<file path="config.mk">
export PLATFORM = sky130hd
export DESIGN_NAME = corebus_top
export DESIGN_NICKNAME = d
export VERILOG_FILES = /design/src/rtl/corebus_pkg.sv /design/src/rtl/corebus_slice_stage.sv /design/src/rtl/corebus_slice_chain.sv /design/src/rtl/corebus_slicer.sv /design/src/rtl/corebus_mem_target.sv /design/src/rtl/corebus_top.sv
export SDC_FILE = /design/constraint.sdc
export NUM_CORES = 2
export LEC_CHECK = 0
export BUFFER_PORTS_ARGS = -buffer_cell sky130_fd_sc_hd__buf_2
export CORE_MARGIN = 5
export CORE_UTILIZATION = 67
export DETAILED_ROUTE_END_ITERATION = 10
export HOLD_SLACK_MARGIN = 0.05
export PLACE_DENSITY = 0.83
export SLEW_MARGIN = 20
export SYNTH_ARGS = -nofsm -noshare
export SYNTH_HDL_FRONTEND = slang
export SYNTH_HIERARCHICAL = 1
export SYNTH_SLANG_ARGS = --single-unit
export TNS_END_PERCENT = 10
</file>
<file path="constraint.sdc">
create_clock -name i_clk -period 9.1 [get_ports i_clk]
set_input_delay 2.73 -clock i_clk [delete_from_list [all_inputs] [get_ports i_clk]]
set_output_delay 2.73 -clock i_clk [all_outputs]
set_load 0.02 [all_outputs]
</file>
<file path="src/rtl/corebus_pkg.sv">
/* corebus types and constants */
`default_nettype none

package corebus_pkg;

  // bus field widths.
  localparam int ADDR_WIDTH = 8;
  localparam int DATA_WIDTH = 32;
  localparam int LEN_WIDTH  = 2;
  localparam int ID_WIDTH   = 4;

  // depth of the memory target.
  localparam int MEM_WORDS = 64;

  typedef logic [ADDR_WIDTH-1:0] corebus_addr_t;
  typedef logic [DATA_WIDTH-1:0] corebus_data_t;
  typedef logic [LEN_WIDTH-1:0]  corebus_len_t;
  typedef logic [ID_WIDTH-1:0]   corebus_id_t;

  // also used as the response kind.
  typedef enum logic [1:0] {
    CMD_READ  = 2'b00,
    CMD_WRITE = 2'b01
  } corebus_opcode_e;

  // len is burst length minus one.
  typedef struct packed {
    corebus_opcode_e opcode;
    corebus_id_t     id;
    corebus_addr_t   addr;
    corebus_len_t    len;
  } corebus_command_t;

  typedef struct packed {
    corebus_data_t data;
    logic          last;
  } corebus_write_data_t;

  typedef struct packed {
    corebus_opcode_e kind;
    corebus_id_t     id;
    corebus_data_t   data;
    logic            error;
    logic            last;
  } corebus_response_t;

  // target FSM states.
  typedef enum logic [1:0] {
    IDLE        = 2'b00,
    READ_BURST  = 2'b01,
    WRITE_BURST = 2'b10,
    WRITE_RESP  = 2'b11
  } corebus_resp_state_e;

endpackage

`default_nettype wire

</file>
<file path="src/rtl/corebus_slice_stage.sv">
/* full-bandwidth register slice */
`timescale 1ns/10ps
`default_nettype none

module corebus_slice_stage #(
  parameter int WIDTH = 8
)(
  input  var              i_clk,
  input  var              i_rst_n,
  input  var              i_valid,
  output var              o_ready,
  input  var [WIDTH-1:0]  i_data,
  output var              o_valid,
  input  var              i_ready,
  output var [WIDTH-1:0]  o_data
);
  logic             main_valid;
  logic [WIDTH-1:0] main_data;
  logic             skid_valid;
  logic [WIDTH-1:0] skid_data;
  logic             push;
  logic             pop;
  logic             main_load;

  // ready depends on the skid entry only.
  always_comb begin
    o_ready   = !skid_valid;
    o_valid   = main_valid;
    o_data    = main_data;
    push      = i_valid && o_ready;
    pop       = main_valid && i_ready;
    main_load = pop || !main_valid;
  end

  always_ff @(posedge i_clk) begin
    if (!i_rst_n) begin
      main_valid <= 1'b0;
      skid_valid <= 1'b0;
    end else begin
      if (main_load) begin
        main_valid <= skid_valid || push;
      end
      if (skid_valid && main_load) begin
        skid_valid <= 1'b0;
      end else if (push && !main_load) begin
        skid_valid <= 1'b1;
      end
    end
  end

  // skid entry drains first to keep order.
  always_ff @(posedge i_clk) begin
    if (main_load) begin
      if (skid_valid) begin
        main_data <= skid_data;
      end else if (push) begin
        main_data <= i_data;
      end
    end
    if (push && !main_load) begin
      skid_data <= i_data;
    end
  end

  // a stalled item must not change.
  a_output_stable: assert property (
    @(posedge i_clk) disable iff (!i_rst_n)
    (o_valid && !i_ready) |=> (o_valid && $stable(o_data))
  ) else $error("slice stage output changed while stalled");

endmodule

`default_nettype wire

</file>
<file path="src/rtl/corebus_slice_chain.sv">
/* slice stage chain */
`timescale 1ns/10ps
`default_nettype none

module corebus_slice_chain #(
  parameter int WIDTH  = 8,
  parameter int STAGES = 1
)(
  input  var              i_clk,
  input  var              i_rst_n,
  input  var              i_valid,
  output var              o_ready,
  input  var [WIDTH-1:0]  i_data,
  output var              o_valid,
  input  var              i_ready,
  output var [WIDTH-1:0]  o_data
);
  if (STAGES == 0) begin : g_bypass
    assign o_valid = i_valid;
    assign o_ready = i_ready;
    assign o_data  = i_data;
  end else begin : g_stages
    // index 0 is the input side.
    logic [STAGES:0]  valid;
    logic [STAGES:0]  ready;
    logic [WIDTH-1:0] data [STAGES+1];

    assign valid[0]      = i_valid;
    assign o_ready       = ready[0];
    assign data[0]       = i_data;
    assign o_valid       = valid[STAGES];
    assign ready[STAGES] = i_ready;
    assign o_data        = data[STAGES];

    for (genvar i = 0; i < STAGES; i++) begin : g_stage
      corebus_slice_stage #(
        .WIDTH  (WIDTH  )
      ) u_stage (
        .i_clk    (i_clk      ),
        .i_rst_n  (i_rst_n    ),
        .i_valid  (valid[i]   ),
        .o_ready  (ready[i]   ),
        .i_data   (data[i]    ),
        .o_valid  (valid[i+1] ),
        .i_ready  (ready[i+1] ),
        .o_data   (data[i+1]  )
      );
    end
  end

endmodule

`default_nettype wire

</file>
<file path="src/rtl/corebus_slicer.sv">
/* corebus channel slicer */
`timescale 1ns/10ps
`default_nettype none

module corebus_slicer #(
  parameter int STAGES = 1
)(
  input  var                                  i_clk,
  input  var                                  i_rst_n,
  input  var                                  i_cmd_valid,
  output var                                  o_cmd_accept,
  input  var corebus_pkg::corebus_command_t     i_cmd,
  input  var                                  i_wdata_valid,
  output var                                  o_wdata_accept,
  input  var corebus_pkg::corebus_write_data_t  i_wdata,
  output var                                  o_resp_valid,
  input  var                                  i_resp_accept,
  output var corebus_pkg::corebus_response_t    o_resp,
  output var                                  o_cmd_valid,
  input  var                                  i_cmd_accept,
  output var corebus_pkg::corebus_command_t     o_cmd,
  output var                                  o_wdata_valid,
  input  var                                  i_wdata_accept,
  output var corebus_pkg::corebus_write_data_t  o_wdata,
  input  var                                  i_resp_valid,
  output var                                  o_resp_accept,
  input  var corebus_pkg::corebus_response_t    i_resp
);
  import corebus_pkg::*;

  localparam int COMMAND_WIDTH    = $bits(corebus_command_t);
  localparam int WRITE_DATA_WIDTH = $bits(corebus_write_data_t);
  localparam int RESPONSE_WIDTH   = $bits(corebus_response_t);

  corebus_slice_chain #(
    .WIDTH  (COMMAND_WIDTH  ),
    .STAGES (STAGES         )
  ) u_command_slicer (
    .i_clk    (i_clk        ),
    .i_rst_n  (i_rst_n      ),
    .i_valid  (i_cmd_valid  ),
    .o_ready  (o_cmd_accept ),
    .i_data   (i_cmd        ),
    .o_valid  (o_cmd_valid  ),
    .i_ready  (i_cmd_accept ),
    .o_data   (o_cmd        )
  );

  corebus_slice_chain #(
    .WIDTH  (WRITE_DATA_WIDTH ),
    .STAGES (STAGES           )
  ) u_write_data_slicer (
    .i_clk    (i_clk          ),
    .i_rst_n  (i_rst_n        ),
    .i_valid  (i_wdata_valid  ),
    .o_ready  (o_wdata_accept ),
    .i_data   (i_wdata        ),
    .o_valid  (o_wdata_valid  ),
    .i_ready  (i_wdata_accept ),
    .o_data   (o_wdata        )
  );

  // response runs master to slave.
  corebus_slice_chain #(
    .WIDTH  (RESPONSE_WIDTH ),
    .STAGES (STAGES         )
  ) u_response_slicer (
    .i_clk    (i_clk          ),
    .i_rst_n  (i_rst_n        ),
    .i_valid  (i_resp_valid   ),
    .o_ready  (o_resp_accept  ),
    .i_data   (i_resp         ),
    .o_valid  (o_resp_valid   ),
    .i_ready  (i_resp_accept  ),
    .o_data   (o_resp         )
  );

  // senders on the slave side hold valid until accepted.
  a_cmd_valid_held: assert property (
    @(posedge i_clk) disable iff (!i_rst_n)
    (i_cmd_valid && !o_cmd_accept) |=> i_cmd_valid
  ) else $error("command valid dropped before accept");

  a_wdata_valid_held: assert property (
    @(posedge i_clk) disable iff (!i_rst_n)
    (i_wdata_valid && !o_wdata_accept) |=> i_wdata_valid
  ) else $error("write data valid dropped before accept");

endmodule

`default_nettype wire

</file>
<file path="src/rtl/corebus_mem_target.sv">
/* corebus memory target */
`timescale 1ns/10ps
`default_nettype none

module corebus_mem_target (
  input  var                                  i_clk,
  input  var                                  i_rst_n,
  input  var                                  i_cmd_valid,
  output var                                  o_cmd_accept,
  input  var corebus_pkg::corebus_command_t     i_cmd,
  input  var                                  i_wdata_valid,
  output var                                  o_wdata_accept,
  input  var corebus_pkg::corebus_write_data_t  i_wdata,
  output var                                  o_resp_valid,
  input  var                                  i_resp_accept,
  output var corebus_pkg::corebus_response_t    o_resp
);
  import corebus_pkg::*;

  localparam int INDEX_WIDTH = $clog2(MEM_WORDS);

  corebus_data_t       mem [MEM_WORDS];
  corebus_resp_state_e state;
  corebus_len_t        beat_cnt;
  corebus_len_t        len_q;
  corebus_addr_t       cur_addr;
  corebus_id_t         id_q;
  logic                err_q;
  logic [ADDR_WIDTH:0] cmd_end;
  logic                cmd_fire;
  logic                wdata_fire;
  logic                resp_fire;
  logic                last_beat;

  always_comb begin
    o_cmd_accept   = state == IDLE;
    o_wdata_accept = state == WRITE_BURST;
    o_resp_valid   = (state == READ_BURST) || (state == WRITE_RESP);
    cmd_fire       = i_cmd_valid && o_cmd_accept;
    wdata_fire     = i_wdata_valid && o_wdata_accept;
    resp_fire      = o_resp_valid && i_resp_accept;
    last_beat      = beat_cnt == len_q;
    // one bit wider so the range check does not wrap.
    cmd_end = {1'b0, i_cmd.addr} + {{(ADDR_WIDTH+1-LEN_WIDTH){1'b0}}, i_cmd.len};
  end

  always_comb begin
    o_resp.kind  = (state == WRITE_RESP) ? CMD_WRITE : CMD_READ;
    o_resp.id    = id_q;
    o_resp.data  = (state == READ_BURST && !err_q) ? mem[cur_addr[INDEX_WIDTH-1:0]] : '0;
    o_resp.error = err_q;
    o_resp.last  = (state == WRITE_RESP) || last_beat;
  end

  always_ff @(posedge i_clk) begin
    if (!i_rst_n) begin
      state    <= IDLE;
      beat_cnt <= '0;
    end else begin
      case (state)
        IDLE: begin
          if (cmd_fire) begin
            beat_cnt <= '0;
            state    <= (i_cmd.opcode == CMD_READ) ? READ_BURST : WRITE_BURST;
          end
        end
        READ_BURST: begin
          if (resp_fire) begin
            if (last_beat) begin
              state <= IDLE;
            end else begin
              beat_cnt <= beat_cnt + 1'b1;
            end
          end
        end
        WRITE_BURST: begin
          if (wdata_fire) begin
            if (last_beat) begin
              state <= WRITE_RESP;
            end else begin
              beat_cnt <= beat_cnt + 1'b1;
            end
          end
        end
        default: begin
          if (resp_fire) begin
            state <= IDLE;
          end
        end
      endcase
    end
  end

  always_ff @(posedge i_clk) begin
    if (cmd_fire) begin
      cur_addr <= i_cmd.addr;
      id_q     <= i_cmd.id;
      len_q    <= i_cmd.len;
      err_q    <= cmd_end >= MEM_WORDS;
    end else if ((state == READ_BURST && resp_fire) || wdata_fire) begin
      cur_addr <= cur_addr + 1'b1;
    end
  end

  // error bursts are consumed but not stored.
  always_ff @(posedge i_clk) begin
    if (wdata_fire && !err_q) begin
      mem[cur_addr[INDEX_WIDTH-1:0]] <= i_wdata.data;
    end
  end

  a_wdata_last: assert property (
    @(posedge i_clk) disable iff (!i_rst_n)
    wdata_fire |-> (i_wdata.last == last_beat)
  ) else $error("write data last does not match burst length");

endmodule

`default_nettype wire

</file>
<file path="src/rtl/corebus_top.sv">
/* sliced corebus with memory target */
`timescale 1ns/10ps
`default_nettype none

module corebus_top #(
  parameter int STAGES = 2
)(
  input  var                                  i_clk,
  input  var                                  i_rst_n,
  input  var                                  i_cmd_valid,
  output var                                  o_cmd_accept,
  input  var corebus_pkg::corebus_command_t     i_cmd,
  input  var                                  i_wdata_valid,
  output var                                  o_wdata_accept,
  input  var corebus_pkg::corebus_write_data_t  i_wdata,
  output var                                  o_resp_valid,
  input  var                                  i_resp_accept,
  output var corebus_pkg::corebus_response_t    o_resp
);
  import corebus_pkg::*;

  // target side of the slicer.
  logic                cmd_valid;
  logic                cmd_accept;
  corebus_command_t    cmd;
  logic                wdata_valid;
  logic                wdata_accept;
  corebus_write_data_t wdata;
  logic                resp_valid;
  logic                resp_accept;
  corebus_response_t   resp;

  corebus_slicer #(
    .STAGES (STAGES )
  ) u_slicer (
    .i_clk          (i_clk          ),
    .i_rst_n        (i_rst_n        ),
    .i_cmd_valid    (i_cmd_valid    ),
    .o_cmd_accept   (o_cmd_accept   ),
    .i_cmd          (i_cmd          ),
    .i_wdata_valid  (i_wdata_valid  ),
    .o_wdata_accept (o_wdata_accept ),
    .i_wdata        (i_wdata        ),
    .o_resp_valid   (o_resp_valid   ),
    .i_resp_accept  (i_resp_accept  ),
    .o_resp         (o_resp         ),
    .o_cmd_valid    (cmd_valid      ),
    .i_cmd_accept   (cmd_accept     ),
    .o_cmd          (cmd            ),
    .o_wdata_valid  (wdata_valid    ),
    .i_wdata_accept (wdata_accept   ),
    .o_wdata        (wdata          ),
    .i_resp_valid   (resp_valid     ),
    .o_resp_accept  (resp_accept    ),
    .i_resp         (resp           )
  );

  corebus_mem_target u_target (
    .i_clk          (i_clk        ),
    .i_rst_n        (i_rst_n      ),
    .i_cmd_valid    (cmd_valid    ),
    .o_cmd_accept   (cmd_accept   ),
    .i_cmd          (cmd          ),
    .i_wdata_valid  (wdata_valid  ),
    .o_wdata_accept (wdata_accept ),
    .i_wdata        (wdata        ),
    .o_resp_valid   (resp_valid   ),
    .i_resp_accept  (resp_accept  ),
    .o_resp         (resp         )
  );

endmodule

`default_nettype wire

</file>
==> implementation parameters <==
Parameter                              Value

Routing
  Number of DRC violations after detailed routing    0
  Detailed-route wire length per cell    approximately 42 um
  Detail Route Antenna Nets    0
  Detailed-route via count    47155
  First-pass detailed-route iteration total    8
  Sum of routed wire length over all layers    approximately 260000 um
  Initial DRC Count    around 9300
  Post-detailed-route via-to-cell ratio    between 7 and 8

Place
  Final HPWL DP    123500 um
  PortBufs    95
  Cell count after placement    5899
  Total cell area at the placement stage    96840 um2
  Weighted congestion at the end of routability-driven global placement    around 0.86

Timing
  Sum of negative setup slack    0 ps
  Time the worst path needs with I/O delays and setup    5227 ps
  Hold Violations, Final    0
  Pin slew with the least headroom to its limit    between 1000 and 1500 ps
  Max Fclk    191.3 MHz
  Worst slew margin relative to its limit    16.74%
  Portion of the clock cycle consumed by the worst path in the final layout    57.44%
  Final setup viols    0
  Setup repair after global routing missed its margin    false
  Max-slew violation count    0
  Max Clock Skew    43.34 ps

Pwr
  Combinational Power Share    between 20% and 30%
  Internal    between 20 and 25 mW
  Leakage component of the power    32.81 nW
  Power density of the placed cells    283.1 nW/um2
  Switching part of the total    29.47%
  Net switching power of the design    8.678 mW
  Part of the power in registers    43.6%
  Pwr Total    roughly 29 mW
  Worst vdd ir    approximately 250 uV
  Clock share of power    31.7%

Clocking
  Number of buffers added by the clock tree synthesis step    218
  Maximum count of clock buffers along a single path    3
  Post-CTS Resized    0
  Clk root buf    sky130_fd_sc_hd__clkbuf_16
  Clock transition at the register clock pins on the worst setup and hold paths after CTS    roughly 60 ps
  Buffers inserted by post-CTS timing repair    0
  Clk_lat worst skew    roughly 860 ps
  CTS tree    done
  Hold Buf Count CTS    0
  H-tree depth    4
  Clock net sink count    around 2400

Yosys
  Gate Count Post-Synth    between 3000 and 4000
  Netlist area before placement    93630 um2
  Synth Net Count    4049
  Number of warnings reported in the yosys synthesis log    6
  Post-synthesis average cell area    23.48 um2

Finish
  Utilization of the core after routing    74.72%
  Most common cell after layout, fill and taps aside    sky130_fd_sc_hd__edfxtp_1
  Highest-count cells in the layout ignoring fill and taps    sky130_fd_sc_hd__edfxtp_1, sky130_fd_sc_hd__mux4_2, sky130_fd_sc_hd__clkbuf_16
  Final cell count without fillers    6311
  Count of nets after finishing    4308
  Area added between synthesis and finish    11.08%
  Proportion of layout cells with a drive suffix above 1    about a third
  Filler cell count    6794
  Area of all placed cells without fillers    104000 um2

Setup path
  Master of the slowest instance on the critical path    sky130_fd_sc_hd__a211oi_1
  Crit path max fanout    33
  CP startpoint kind    flop
  Crit path cell chain    buf_4 > buf_4 > mux4_2 > mux4_2 > a211oi_1 > nor3_1 > mux2_4
  Critical path data required time    9700 ps
  Largest stage delay on the critical path    around 1100 ps
  Critical path endpoint category    flop
  Type of the setup path with the least slack    flop to flop
  Data arrival time of the worst path    5820 ps

Floorplanning
  CORE AREA    139200 um2
  Floorplan die height    383.8 um
  Horiz. Die Dim    approximately 380 um
  Placement row count    between 100 and 150
  DIE AREA    147300 um2
  Initial core utilization    67.27%
  Number of primary I/O pins    97

Global route
  First-pass GRT wire length    356800 um
  Number of antenna violations at the first check in global routing    12
  Number of global-route vias before repair    47317
  All-layer global routing usage    34.96%
  Largest net degree at the start of global routing    127
  GRT Residual Overflow    0

Min path
  Hold Crit Class    flop to flop

Outcome
  Result of the run    finished clean

Job
  Number of maximum-capacitance constraint violations    0
[power groups by stage]
| stage | clock network [mW] | registers (mW) | logic [mW] |
|---|---|---|---|
| after global routing | 9.90 | 12.8 | 7.44 |
| after detailed placement | 0 | 13.0 | 6.71 |
| after global placement | 0 | 13.0 | 6.55 |
| final | 9.34 | 12.8 | 7.27 |
| after floorplan | 0 | 13.0 | 4.71 |
| after CTS | 9.30 | 12.8 | 6.99 |
[routing by layer]
metal | track usage (%) | wire [um] | vias to the layer above
li1 | - | - | 17358
met1 | 45.65 | 78380 | 23979
met2 | 55.45 | 128100 | 4846
met3 | 9.746 | 39980 | 954
met4 | 17.29 | 16190 | 18
met5 | 0 | 103 | -
[cell type report]
type / instances / area, um2 / area share [%]
clock inverter: 130 / 1250 / 1.202
clock buffer: 274 / 5814 / 5.591
antenna: 5 / 12.51 / 0.01203
inverter: 17 / 66.31 / 0.06376
tap: 1876 / 2347 / 2.257
sequential: 2435 / 72920 / 70.11
timing repair buffer: 239 / 1700 / 1.635
multi-input combinational: 1335 / 19890 / 19.13
[final timing paths]
kind	start	end	slack [ps]	cells after the start
min reg2reg	flop	u_target/id_q[0]	430	0
max reg2reg	flop	flop	3870	7
max	flop	flop	3870	7
min	flop	u_target/id_q[0]	430	0
[sequential cells by signal, indices dropped and copies added, names as in the netlist, named ones only]
signal and cells:
u_target/len_q 2, u_target/state 2, u_target/beat_cnt 2, u_target/cur_addr 6, u_slicer/u_command_slicer/g_stages.g_stage.u_stage/o_valid 2, u_slicer/u_command_slicer/g_stages.g_stage.u_stage/o_data 32, u_target/err_q 1, u_slicer/u_write_data_slicer/g_stages.g_stage.u_stage/o_data 64
u_target/id_q 4, u_slicer/u_response_slicer/g_stages.g_stage.u_stage/o_data 80, u_slicer/u_response_slicer/g_stages.g_stage.u_stage/o_valid 2, u_target/mem 2048, u_slicer/u_command_slicer/g_stages.g_stage.u_stage/skid_data 32
[per-stage QoR]
| step | worst slack, ps | hold WS (ps) |
|---|---|---|
| after floorplan | 2686 | 400.3 |
| after global placement | 4284 | 406.4 |
| after detailed placement | 4152 | 405.4 |
| after CTS | 4083 | 419.4 |
| after global routing | 3848 | 438.5 |
| final | 3873 | 427.7 |
[worst max-delay path: cells and delay by family, from the launching register on]
family	cells	cell delay (ps)
muxes	3	1600
AOI/OAI and AO/OA	1	1050
and+or+nand+nor	1	220
buffers and inverters	2	1290
DFF	1	720
No activity file was read; power rests on OpenSTA's default activity.
